==> src/rtl/cdd_link_pkg.sv <==
//////////////////////////////
// shared types and timing constants for the CD drive link bridge
//////////////////////////////
`default_nettype none

package cdd_link_pkg;

	//////////////////////////////
	// frame layout
	//////////////////////////////

	localparam int FRAME_BYTES = 12;

	// one byte on the serial link
	typedef logic [7:0] cdd_byte_t;

	// byte 0 sits lowest and goes out first
	typedef cdd_byte_t [FRAME_BYTES-1:0] cdd_frame_t;

	typedef logic [3:0] cdd_byte_idx_t;

	// index of the final byte, and the parked value between frames
	localparam cdd_byte_idx_t LAST_BYTE = cdd_byte_idx_t'(FRAME_BYTES - 1);
	localparam cdd_byte_idx_t IDLE_BYTE = cdd_byte_idx_t'(FRAME_BYTES);

	//////////////////////////////
	// console pins
	//////////////////////////////

	typedef struct packed {
		logic comclk;
		logic hdata;
	} cdd_link_in_t;

	typedef struct packed {
		logic cdata;
		logic comreq_n;
		logic comsync_n;
	} cdd_link_out_t;

	//////////////////////////////
	// timing
	//////////////////////////////

	// settle time after a new status frame
	localparam int START_WAIT   = 15;
	localparam int START_WAIT_W = 4;

	// gap between the end of a byte and the next request
	localparam int NEXT_DELAY   = 1023;
	localparam int NEXT_DELAY_W = 10;

endpackage

`default_nettype wire

==> src/rtl/cdd_bit_shifter.sv <==
//////////////////////////////
// COMCLK edge detect, status bit shift out, host bit shift in
//////////////////////////////
`timescale 1ns/1ps
`default_nettype none

module cdd_bit_shifter (
	input  wire                          clk_sys,
	input  wire                          reset,
	input  wire cdd_link_pkg::cdd_link_in_t link_in,
	input  wire                          byte_load,
	input  wire cdd_link_pkg::cdd_byte_t load_byte,
	output logic                         byte_done,
	output cdd_link_pkg::cdd_byte_t      host_byte,
	output logic                         cdata,
	output logic                         comclk_rise
);

	import cdd_link_pkg::*;

	// previous comclk sample, idles high like the pin
	logic      comclk_q;
	logic      comclk_fall;
	// status bits still to go out
	cdd_byte_t out_shift;
	logic [2:0] bit_cnt;

	assign comclk_rise = link_in.comclk && !comclk_q;
	assign comclk_fall = !link_in.comclk && comclk_q;

	//////////////////////////////
	// edge detect and bit count
	//////////////////////////////

	always_ff @(posedge clk_sys) begin
		if (reset) begin
			comclk_q  <= 1'b1;
			bit_cnt   <= '0;
			byte_done <= 1'b0;
			cdata     <= 1'b0;
		end else begin
			comclk_q  <= link_in.comclk;
			byte_done <= 1'b0;
			if (byte_load) begin
				bit_cnt <= '0;
			end else if (comclk_fall) begin
				// next status bit, lsb first
				cdata <= out_shift[0];
			end else if (comclk_rise) begin
				bit_cnt <= bit_cnt + 1'b1;
				// eighth bit closes the byte
				if (bit_cnt == 3'd7) begin
					byte_done <= 1'b1;
				end
			end
		end
	end

	//////////////////////////////
	// data shift registers
	//////////////////////////////

	always_ff @(posedge clk_sys) begin
		if (byte_load) begin
			out_shift <= load_byte;
		end else if (comclk_fall) begin
			out_shift <= {1'b0, out_shift[7:1]};
		end
	end

	// host bits arrive lsb first, so shift in from the top
	always_ff @(posedge clk_sys) begin
		if (!byte_load && comclk_rise) begin
			host_byte <= {link_in.hdata, host_byte[7:1]};
		end
	end

endmodule

`default_nettype wire

==> src/rtl/cdd_byte_sequencer.sv <==
//////////////////////////////
// byte index, COMSYNC/COMREQ control and request delay
//////////////////////////////
`timescale 1ns/1ps
`default_nettype none

module cdd_byte_sequencer (
	input  wire                          clk_sys,
	input  wire                          reset,
	input  wire                          frame_start,
	input  wire cdd_link_pkg::cdd_frame_t status_bytes,
	input  wire                          byte_done,
	input  wire                          comclk_rise,
	output logic                         byte_load,
	output cdd_link_pkg::cdd_byte_t      load_byte,
	output logic                         frame_done,
	output logic                         comreq_n,
	output logic                         comsync_n
);

	import cdd_link_pkg::*;

	// byte now on the link, parked at IDLE_BYTE between frames
	cdd_byte_idx_t           byte_idx;
	logic                    byte_active;
	// counts down to the next comreq_n request
	logic [NEXT_DELAY_W-1:0] delay_cnt;
	logic                    more_bytes;

	assign byte_active = byte_idx <= LAST_BYTE;
	assign more_bytes  = byte_idx < LAST_BYTE;

	//////////////////////////////
	// next byte for the shifter
	//////////////////////////////

	always_comb begin
		byte_load = frame_start || (byte_done && byte_active);
		if (frame_start) begin
			load_byte = status_bytes[0];
		end else if (more_bytes) begin
			load_byte = status_bytes[byte_idx + 4'd1];
		end else begin
			// trailing byte after the last one is all zero
			load_byte = '0;
		end
	end

	//////////////////////////////
	// link control
	//////////////////////////////

	always_ff @(posedge clk_sys) begin
		if (reset) begin
			byte_idx   <= IDLE_BYTE;
			delay_cnt  <= '0;
			frame_done <= 1'b0;
			comreq_n   <= 1'b1;
			comsync_n  <= 1'b1;
		end else begin
			frame_done <= 1'b0;

			if (delay_cnt != '0) begin
				delay_cnt <= delay_cnt - 1'b1;
			end

			// console has picked up the request
			if (comclk_rise) begin
				comreq_n <= 1'b1;
			end

			// request goes out as the delay expires
			if (delay_cnt == NEXT_DELAY_W'(1)) begin
				comreq_n <= 1'b0;
			end

			if (frame_start) begin
				// fresh frame, any transfer in flight is abandoned
				byte_idx  <= '0;
				comsync_n <= 1'b0;
				comreq_n  <= 1'b1;
				delay_cnt <= NEXT_DELAY_W'(1);
			end else if (byte_done && byte_active) begin
				comsync_n <= 1'b1;
				byte_idx  <= byte_idx + 4'd1;
				if (more_bytes) begin
					delay_cnt <= NEXT_DELAY_W'(NEXT_DELAY);
				end else begin
					// last byte in, no further request
					frame_done <= 1'b1;
				end
			end
		end
	end

endmodule

`default_nettype wire

==> src/rtl/cdd_command_frame.sv <==
//////////////////////////////
// command byte collection and host frame publish
//////////////////////////////
`timescale 1ns/1ps
`default_nettype none

module cdd_command_frame (
	input  wire                          clk_sys,
	input  wire                          reset,
	input  wire                          frame_start,
	input  wire                          byte_done,
	input  wire cdd_link_pkg::cdd_byte_t host_byte,
	input  wire                          frame_done,
	output cdd_link_pkg::cdd_frame_t     command_frame,
	output logic                         command_toggle
);

	import cdd_link_pkg::*;

	// bytes of the transfer in progress
	cdd_frame_t collect_q;

	//////////////////////////////
	// byte collection
	//////////////////////////////

	// new bytes enter at the top and drift down, byte 0 ends lowest
	always_ff @(posedge clk_sys) begin
		if (frame_start) begin
			collect_q <= '0;
		end else if (byte_done) begin
			collect_q <= {host_byte, collect_q[FRAME_BYTES-1:1]};
		end
	end

	//////////////////////////////
	// publish to host
	//////////////////////////////

	always_ff @(posedge clk_sys) begin
		if (reset) begin
			command_toggle <= 1'b0;
		end else if (frame_done) begin
			// flip marks a new frame for the host
			command_toggle <= ~command_toggle;
		end
	end

	always_ff @(posedge clk_sys) begin
		if (frame_done) begin
			command_frame <= collect_q;
		end
	end

endmodule

`default_nettype wire

==> src/rtl/cdd_link_top.sv <==
//////////////////////////////
// CD drive link bridge top level
//////////////////////////////
`timescale 1ns/1ps
`default_nettype none

module cdd_link_top (
	input  wire                           clk_sys,
	input  wire                           reset,
	input  wire cdd_link_pkg::cdd_frame_t  status_frame,
	input  wire                           status_toggle,
	output cdd_link_pkg::cdd_frame_t      command_frame,
	output logic                          command_toggle,
	input  wire cdd_link_pkg::cdd_link_in_t link_in,
	output cdd_link_pkg::cdd_link_out_t   link_out
);

	import cdd_link_pkg::*;

	// latch to sequencer
	logic       frame_start;
	cdd_frame_t status_bytes;

	// sequencer and shifter strobes
	logic      byte_load;
	cdd_byte_t load_byte;
	logic      byte_done;
	cdd_byte_t host_byte;
	logic      comclk_rise;
	logic      frame_done;

	// console pins
	logic cdata;
	logic comreq_n;
	logic comsync_n;

	assign link_out = '{cdata: cdata, comreq_n: comreq_n, comsync_n: comsync_n};

	cdd_status_latch u_status_latch (
		.clk_sys       (clk_sys),
		.reset         (reset),
		.status_frame  (status_frame),
		.status_toggle (status_toggle),
		.frame_start   (frame_start),
		.status_bytes  (status_bytes)
	);

	cdd_byte_sequencer u_byte_sequencer (
		.clk_sys      (clk_sys),
		.reset        (reset),
		.frame_start  (frame_start),
		.status_bytes (status_bytes),
		.byte_done    (byte_done),
		.comclk_rise  (comclk_rise),
		.byte_load    (byte_load),
		.load_byte    (load_byte),
		.frame_done   (frame_done),
		.comreq_n     (comreq_n),
		.comsync_n    (comsync_n)
	);

	cdd_bit_shifter u_bit_shifter (
		.clk_sys     (clk_sys),
		.reset       (reset),
		.link_in     (link_in),
		.byte_load   (byte_load),
		.load_byte   (load_byte),
		.byte_done   (byte_done),
		.host_byte   (host_byte),
		.cdata       (cdata),
		.comclk_rise (comclk_rise)
	);

	cdd_command_frame u_command_frame (
		.clk_sys        (clk_sys),
		.reset          (reset),
		.frame_start    (frame_start),
		.byte_done      (byte_done),
		.host_byte      (host_byte),
		.frame_done     (frame_done),
		.command_frame  (command_frame),
		.command_toggle (command_toggle)
	);

endmodule

`default_nettype wire

==> src/rtl/cdd_status_latch.sv <==
//////////////////////////////
// host status frame capture and delayed transfer start
//////////////////////////////
`timescale 1ns/1ps
`default_nettype none

module cdd_status_latch (
	input  wire                        clk_sys,
	input  wire                        reset,
	input  wire cdd_link_pkg::cdd_frame_t status_frame,
	input  wire                        status_toggle,
	output logic                       frame_start,
	output cdd_link_pkg::cdd_frame_t   status_bytes
);

	import cdd_link_pkg::*;

	// last marker value seen from the host
	logic                    toggle_seen;
	// a start is waiting for the counter to run out
	logic                    start_pending;
	logic [START_WAIT_W-1:0] wait_cnt;
	logic                    toggle_change;

	assign toggle_change = status_toggle != toggle_seen;

	// strobe for one cycle once the wait has elapsed
	assign frame_start = start_pending && (wait_cnt == '0);

	//////////////////////////////
	// marker tracking and wait counter
	//////////////////////////////

	always_ff @(posedge clk_sys) begin
		if (reset) begin
			toggle_seen   <= 1'b0;
			start_pending <= 1'b0;
			wait_cnt      <= '0;
		end else begin
			if (toggle_change) begin
				// any new frame restarts the wait, even mid transfer
				toggle_seen   <= status_toggle;
				start_pending <= 1'b1;
				wait_cnt      <= START_WAIT_W'(START_WAIT);
			end else if (start_pending) begin
				if (wait_cnt != '0) begin
					wait_cnt <= wait_cnt - 1'b1;
				end else begin
					start_pending <= 1'b0;
				end
			end
		end
	end

	//////////////////////////////
	// frame storage
	//////////////////////////////

	always_ff @(posedge clk_sys) begin
		if (toggle_change) begin
			status_bytes <= status_frame;
		end
	end

endmodule

`default_nettype wire

==> config.mk <==
export PLATFORM = sky130hd
export DESIGN_NAME = cdd_link_top
export DESIGN_NICKNAME = d
export VERILOG_FILES = /design/src/rtl/cdd_link_pkg.sv /design/src/rtl/cdd_bit_shifter.sv /design/src/rtl/cdd_byte_sequencer.sv /design/src/rtl/cdd_command_frame.sv /design/src/rtl/cdd_link_top.sv /design/src/rtl/cdd_status_latch.sv
export SDC_FILE = /design/constraint.sdc
export NUM_CORES = 1
export LEC_CHECK = 0
export BUFFER_PORTS_ARGS = -buffer_cell sky130_fd_sc_hd__buf_2
export CAP_MARGIN = 5
export CORE_MARGIN = 2
export CORE_UTILIZATION = 45
export DETAILED_ROUTE_END_ITERATION = 7
export PLACE_DENSITY = 0.73
export SYNTH_ARGS = -nofsm -noshare
export SYNTH_HDL_FRONTEND = slang
export SYNTH_SLANG_ARGS = --single-unit
==> constraint.sdc <==
create_clock -name clk_sys -period 3.93 [get_ports clk_sys]
set_clock_uncertainty 0.2 [all_clocks]
set_input_delay 0.786 -clock clk_sys [delete_from_list [all_inputs] [get_ports clk_sys]]
set_output_delay 0.786 -clock clk_sys [all_outputs]
set_load 0.005 [all_outputs]
Word level (Yosys, flattened, before mapping)
Cells that the tools add are included.

Input port bits: 101. Register bits after elaboration: 334. Logic and storage cells: 116. Output and inout bits: 100.

Add/subtract/negate cells: 4. Eq/ne operators: 3. Muxes and demuxes: 24. Reductions and logical operators: 24. Order comparisons: 3. Bitwise gates (word level): 5.

Operators with widths (count): $mux W8 (5); $bmux W8 S4 (1); $mux W10 (3); $mux W4 (5); $eq A10 B1 Y1 const B (1); $mux W1 (10); $reduce_bool A10 Y1 (1); $reduce_bool A2 Y1 (5); $sub A10 B1 Y10 const B (1); $reduce_and A2 Y1 (3); $logic_and A1 B1 Y1 (5); $lt A4 B5 Y1 const B (1); $not A1 Y1 (5); $add A4 B1 Y4 const B (1); $le A4 B4 Y1 const B (1); $logic_not A4 Y1 (1); $lt A4 B4 Y1 const B (1); $reduce_bool A4 Y1 (1); $reduce_or A2 Y1 (2); $reduce_or A4 Y1 (1); $sub A4 B1 Y4 const B (1); $add A3 B1 Y3 const B (1); $eq A3 B3 Y1 const B (1); $logic_not A1 Y1 (3); other kinds (3) (3).

Logic depth before layout (Yosys ltp)
Word-level depth: 6. Mapped depth: 7. Gate-level depth less buffers: 6.

Cells and area by module
From an unflattened synthesis, not the netlist that was laid out.

Cell total of the unflattened synthesis: 748. Area, all modules: 11995.3 µm².

Modules (own cells, without submodules): cdd_command_frame (seq. area each 4824.6 µm², area each 6344.8 µm², times used 1, cells an instance 409); cdd_status_latch (seq. area each 3002.9 µm², area each 3176.8 µm², times used 1, cells an instance 126); cdd_byte_sequencer (seq. area each 340.3 µm², area each 1612.8 µm², times used 1, cells an instance 159); cdd_bit_shifter (seq. area each 600.6 µm², area each 838.3 µm², times used 1, cells an instance 51); cdd_link_top (seq. area each 0.0 µm², area each 22.5 µm², times used 1, cells an instance 3).

Least setup slack after synthesis
No wires, ideal clock.

Path kind: input port to flip-flop. From: input port status_toggle. To: register u_status_latch.status_bytes[0] (netlist name), enable pin. Data required time: 3.281 ns. Arrival time: 2.850 ns. Path buffers: 0. Path slack: 0.431 ns. Library setup time: 0.449 ns. Stages: 2. Path through: xnor2_1 > inv_1.

Cells in the longest elaborated chain, start to end: 1.

Ends and longest elaborated chain: start, declared (line cdd_link_top.sv:11) `input wire status_toggle,`; $ne A1 B1 Y1 (line cdd_status_latch.sv:25) `assign toggle_change = status_toggle != toggle_seen;`; named net u_status_latch.toggle_change (line cdd_status_latch.sv:23) `logic toggle_change;`; end signal, assigned (line cdd_status_latch.sv:61) `status_bytes <= status_frame;`; end, declared (line cdd_status_latch.sv:13) `output cdd_link_pkg::cdd_frame_t status_bytes`.

The timed path passes the listed nets, and every way through them passes these cells. A chain may end at the register's enable or synchronous reset.

Final worst setup path
From: register u_byte_sequencer.byte_idx[1]. To: register u_bit_shifter.out_shift[2] (data pin).

Cells in the longest elaborated chain, start to end: 6. Elaborated cells between the ends (all ways): 10. Those cells by class: 1 x add/sub; 2 x order compare; 5 x mux; 2 x reduce/logical.

Ends and longest elaborated chain: start, declared (line cdd_byte_sequencer.sv:24) `cdd_byte_idx_t byte_idx;`; start signal, assigned (line cdd_byte_sequencer.sv:85) `byte_idx <= byte_idx + 4'd1;`; $add A4 B1 Y4 (line cdd_byte_sequencer.sv:42) `load_byte = status_bytes[byte_idx + 4'd1];`; $bmux W8 S4 (line cdd_byte_sequencer.sv:42); $mux W8 (implied by the code) (line cdd_byte_sequencer.sv:42); $mux W8 (line cdd_byte_sequencer.sv:41) `end else if (more_bytes) begin`; $mux W8 (line cdd_byte_sequencer.sv:39) `if (frame_start) begin`; $mux W8 * (line cdd_bit_shifter.sv:64) `if (byte_load) begin`; end signal, assigned (line cdd_bit_shifter.sv:65) `out_shift <= load_byte;`; end signal, assigned (line cdd_bit_shifter.sv:67) `out_shift <= {1'b0, out_shift[7:1]};`; end, declared (line cdd_bit_shifter.sv:25) `cdd_byte_t out_shift;`.

Mark *: on every way between the ends. The rest lies on a longest branch, timed or not. The select of a mux whose other input is x is not followed.

==> impl_metrics.env <==
export IMPL_total_power_mw=7.66
export IMPL_yosysWarnings=0
export IMPL_gp_congestion=0.801
export IMPL_synth_ff_type="edfxtp_1"
export IMPL_outcome="finished clean"
export IMPL_avgSynthCellArea_um2=15.7
export IMPL_crit_end="u_bit_shifter.out_shift[2]$_DFFE_PP_"
export IMPL_avgViaCountPerCell=5.04
export IMPL_p_clk_share_pct=41.2
export IMPL_drc=0
export IMPL_clockRootBuffer="clkbuf_16"
export IMPL_reg2reg_depth=5
export IMPL_die_area_um2=27800
export IMPL_rrSetupSlack_ns=1.45
export IMPL_cts_hold_buf=0
export IMPL_hold_path_class="reg -> reg"
export IMPL_synth_top_area_share_pct=52.5
export IMPL_cts_setup_buffers=0
export IMPL_ys_types=45
export IMPL_synth_most_common_cell="edfxtp_1"
export IMPL_dp_cells=1260
export IMPL_synth_common_cells="edfxtp_1 (208), dfxtp_1 (126), nor2_1 (108), mux2i_1 (101), a21oi_1 (29)"
export IMPL_cts_sinks=334
export IMPL_ys_seq_area_share_pct=73.7
export IMPL_drt_iter0_drc=471
export IMPL_path_clk_slew_ns=0.06
export IMPL_grt_pass1_vias=6561
export IMPL_r2r_start="u_byte_sequencer.byte_idx[1]$_SDFFE_PP0P_"
export IMPL_vias=6661
export IMPL_fin_tns_setup_ns=0
export IMPL_yosys_area_top_type="edfxtp_1"
export IMPL_instances_no_fill=1321
export IMPL_diodes=0
export IMPL_crit_fanout=16
export IMPL_peakVddDrop_uv=410
export IMPL_syn_area_um2=11900
export IMPL_synth_area_top_cells="edfxtp_1 (52%), dfxtp_1 (21%), mux2i_1 (8.5%)"
export IMPL_ant_nets=0
export IMPL_fp_row_count=59
export IMPL_antenna_found_initial=0
export IMPL_switching_share_pct=21.4
export IMPL_tightest_slew_ns=0.776
export IMPL_cap_violations=0
export IMPL_synth_seq_cells=334
export IMPL_synth_nets=864
export IMPL_grt_pass1_wl_mm=34.8
export IMPL_clock_fmax_mhz=403
export IMPL_coreArea_um2=26000
export IMPL_hold_viol_final=0
export IMPL_setup_violations=0
export IMPL_design_portCount=201
export IMPL_finalMaxSlewViolations=0
export IMPL_required_ns=3.98
export IMPL_power_frac_comb_pct=7.1
export IMPL_rr_endpoint="u_bit_shifter.out_shift[2]$_DFFE_PP_"
export IMPL_die_width_um=167
export IMPL_io_buffers=200
export IMPL_grt_remaining_overflow=0
export IMPL_p_leak_nw=4.98
export IMPL_p_switching_mw=1.64
export IMPL_final_nets=1069
export IMPL_synthCells=756
export IMPL_arrival_ns=2.53
export IMPL_hpwl_mm=14.5
export IMPL_gr_usage_all_layers_pct=15.6
export IMPL_seqPwrFrac_pct=51.7
export IMPL_synthArstFlopShare_pct=0
export IMPL_first_pass_iters=6
export IMPL_max_slew_margin_pct=47.9
export IMPL_power_density_nw_per_um2=533
export IMPL_start_kind="register"
export IMPL_start_util_pct=45.8
export IMPL_dieHeight_um=167
export IMPL_path_class="reg -> reg"
export IMPL_p_int_mw=6.02
export IMPL_cts_resized=0
export IMPL_rsz0062_at_grt="no"
export IMPL_wl_per_cell_um=16.5
export IMPL_wirelength_mm=21.9
export IMPL_syn2layout_area_growth_pct=20.7
export IMPL_h_tree_depth=2
export IMPL_numCtsBuffers=34
export IMPL_clockBufferDepth=3
export IMPL_grt_max_degree=98
export IMPL_min_period_ns=2.48
export IMPL_cts_tree="done"
export IMPL_clkLatencyLatePin_ns=0.51
export IMPL_end_kind="register"
export IMPL_fin_crit_sh_pct=63.2
export IMPL_synth_edf_count=208
export IMPL_cp_startpoint="u_byte_sequencer.byte_idx[1]$_SDFFE_PP0P_"
export IMPL_layout_drive_gt1_share_pct=29.8
export IMPL_holdWs_ns=0.231
[flip-flops by register name, indices dropped and copies added, names as in the netlist]
register                        cells
u_bit_shifter.bit_cnt               3
u_bit_shifter.byte_done             1
u_bit_shifter.cdata                 1
u_bit_shifter.comclk_q              1
u_bit_shifter.host_byte             8
u_bit_shifter.out_shift             8
u_byte_sequencer.byte_idx           4
u_byte_sequencer.comreq_n           1
u_byte_sequencer.comsync_n          1
u_byte_sequencer.delay_cnt         10
u_byte_sequencer.frame_done         1
u_command_frame.collect_q          96
u_command_frame.command_frame      96
u_command_frame.command_toggle      1
u_status_latch.start_pending        1
u_status_latch.status_bytes        96
u_status_latch.toggle_seen          1
u_status_latch.wait_cnt             4
[final cells by class]
cell class,count,area [um^2]
fill,2060,11600
tap,335,419
inverter,5,20.0
clock inverter,19,171
sequential,334,8780
clock buffer,42,933
timing repair buffer,209,1110
multi-input combinational,377,2940
[placed cells by master, fill, tap and decap left out, drive strengths merged, types with 10 or more instances in the layout]
cell type / synthesis / final
buf: 28 / 209
edfxtp: 208 / 208
dfxtp: 126 / 126
nor2: 108 / 108
mux2i: 101 / 101
clkbuf: 12 / 42
a21oi: 29 / 29
mux4: 24 / 24
clkinv: 0 / 15
xnor2: 13 / 13
nor3: 12 / 12
o21ai: 11 / 11
nand2: 10 / 10
[through the flow]
step	instance area [um^2]	setup slack (ns)	utilization, %
after CTS	14400	1.42	55.3
after global routing	14400	1.26	55.3
after global placement	13300	1.00	51.0
final	14400	1.45	55.3
after floorplan	11900	0.431	-
after detailed placement	13300	0.993	51.0
[kinds of logic after synthesis]
| group | share of synthesized area, % |
|---|---|
| flip-flops | 73.7 |
| AND/OR/NAND/NOR | 6.37 |
| multiplexers | 13.1 |
| AO/OA/AOI/OAI | 3.05 |
| buffers and inverters | 1.79 |
| XOR/XNOR | 1.25 |
| adder cells (fa/ha/maj) | 0.736 |
[critical path, cell delays in order, from the launching register on]
cell and delay (ns):
dfxtp_1 0.34, ha_1 0.76, buf_4 0.31, mux4_2 0.30
nor3_1 0.19, o31ai_1 0.11
[routing by layer]
layer,GRT usage (%),vias to the layer above,share of wire [%]
met5,0,-,0
met1,21.0,3155,43
met4,4.91,0,2.4
li1,-,3202,-
met3,3.64,45,7.0
met2,25.2,259,47
[power groups by stage]
stage	Sequential (mW)	Clock, mW	Combinational, mW
after floorplan	4.01	0	0.407
after global placement	4.03	0	0.530
after global routing	3.98	3.38	0.605
final	3.96	3.16	0.541
after detailed placement	4.04	0	0.542
after CTS	3.96	3.24	0.546
[worst min path at each step]
stage,start,endpoint,slack [ns],cells after the start
after floorplan,u_command_frame.collect_q[0]$_SDFFE_PP0P_,u_command_frame.command_frame[0]$_DFFE_PP_,0.21,0
after global placement,u_command_frame.collect_q[4]$_SDFFE_PP0P_,u_command_frame.command_frame[4]$_DFFE_PP_,0.21,0
after detailed placement,u_command_frame.collect_q[1]$_SDFFE_PP0P_,u_command_frame.command_frame[1]$_DFFE_PP_,0.22,0
after CTS,status_frame[37],u_status_latch.status_bytes[37]$_DFFE_PP_,0.23,1
after global routing,status_frame[50],u_status_latch.status_bytes[50]$_DFFE_PP_,0.23,1
final,u_command_frame.collect_q[1]$_SDFFE_PP0P_,u_command_frame.command_frame[1]$_DFFE_PP_,0.23,0
Note: power is estimated with default switching activity, not from simulation.
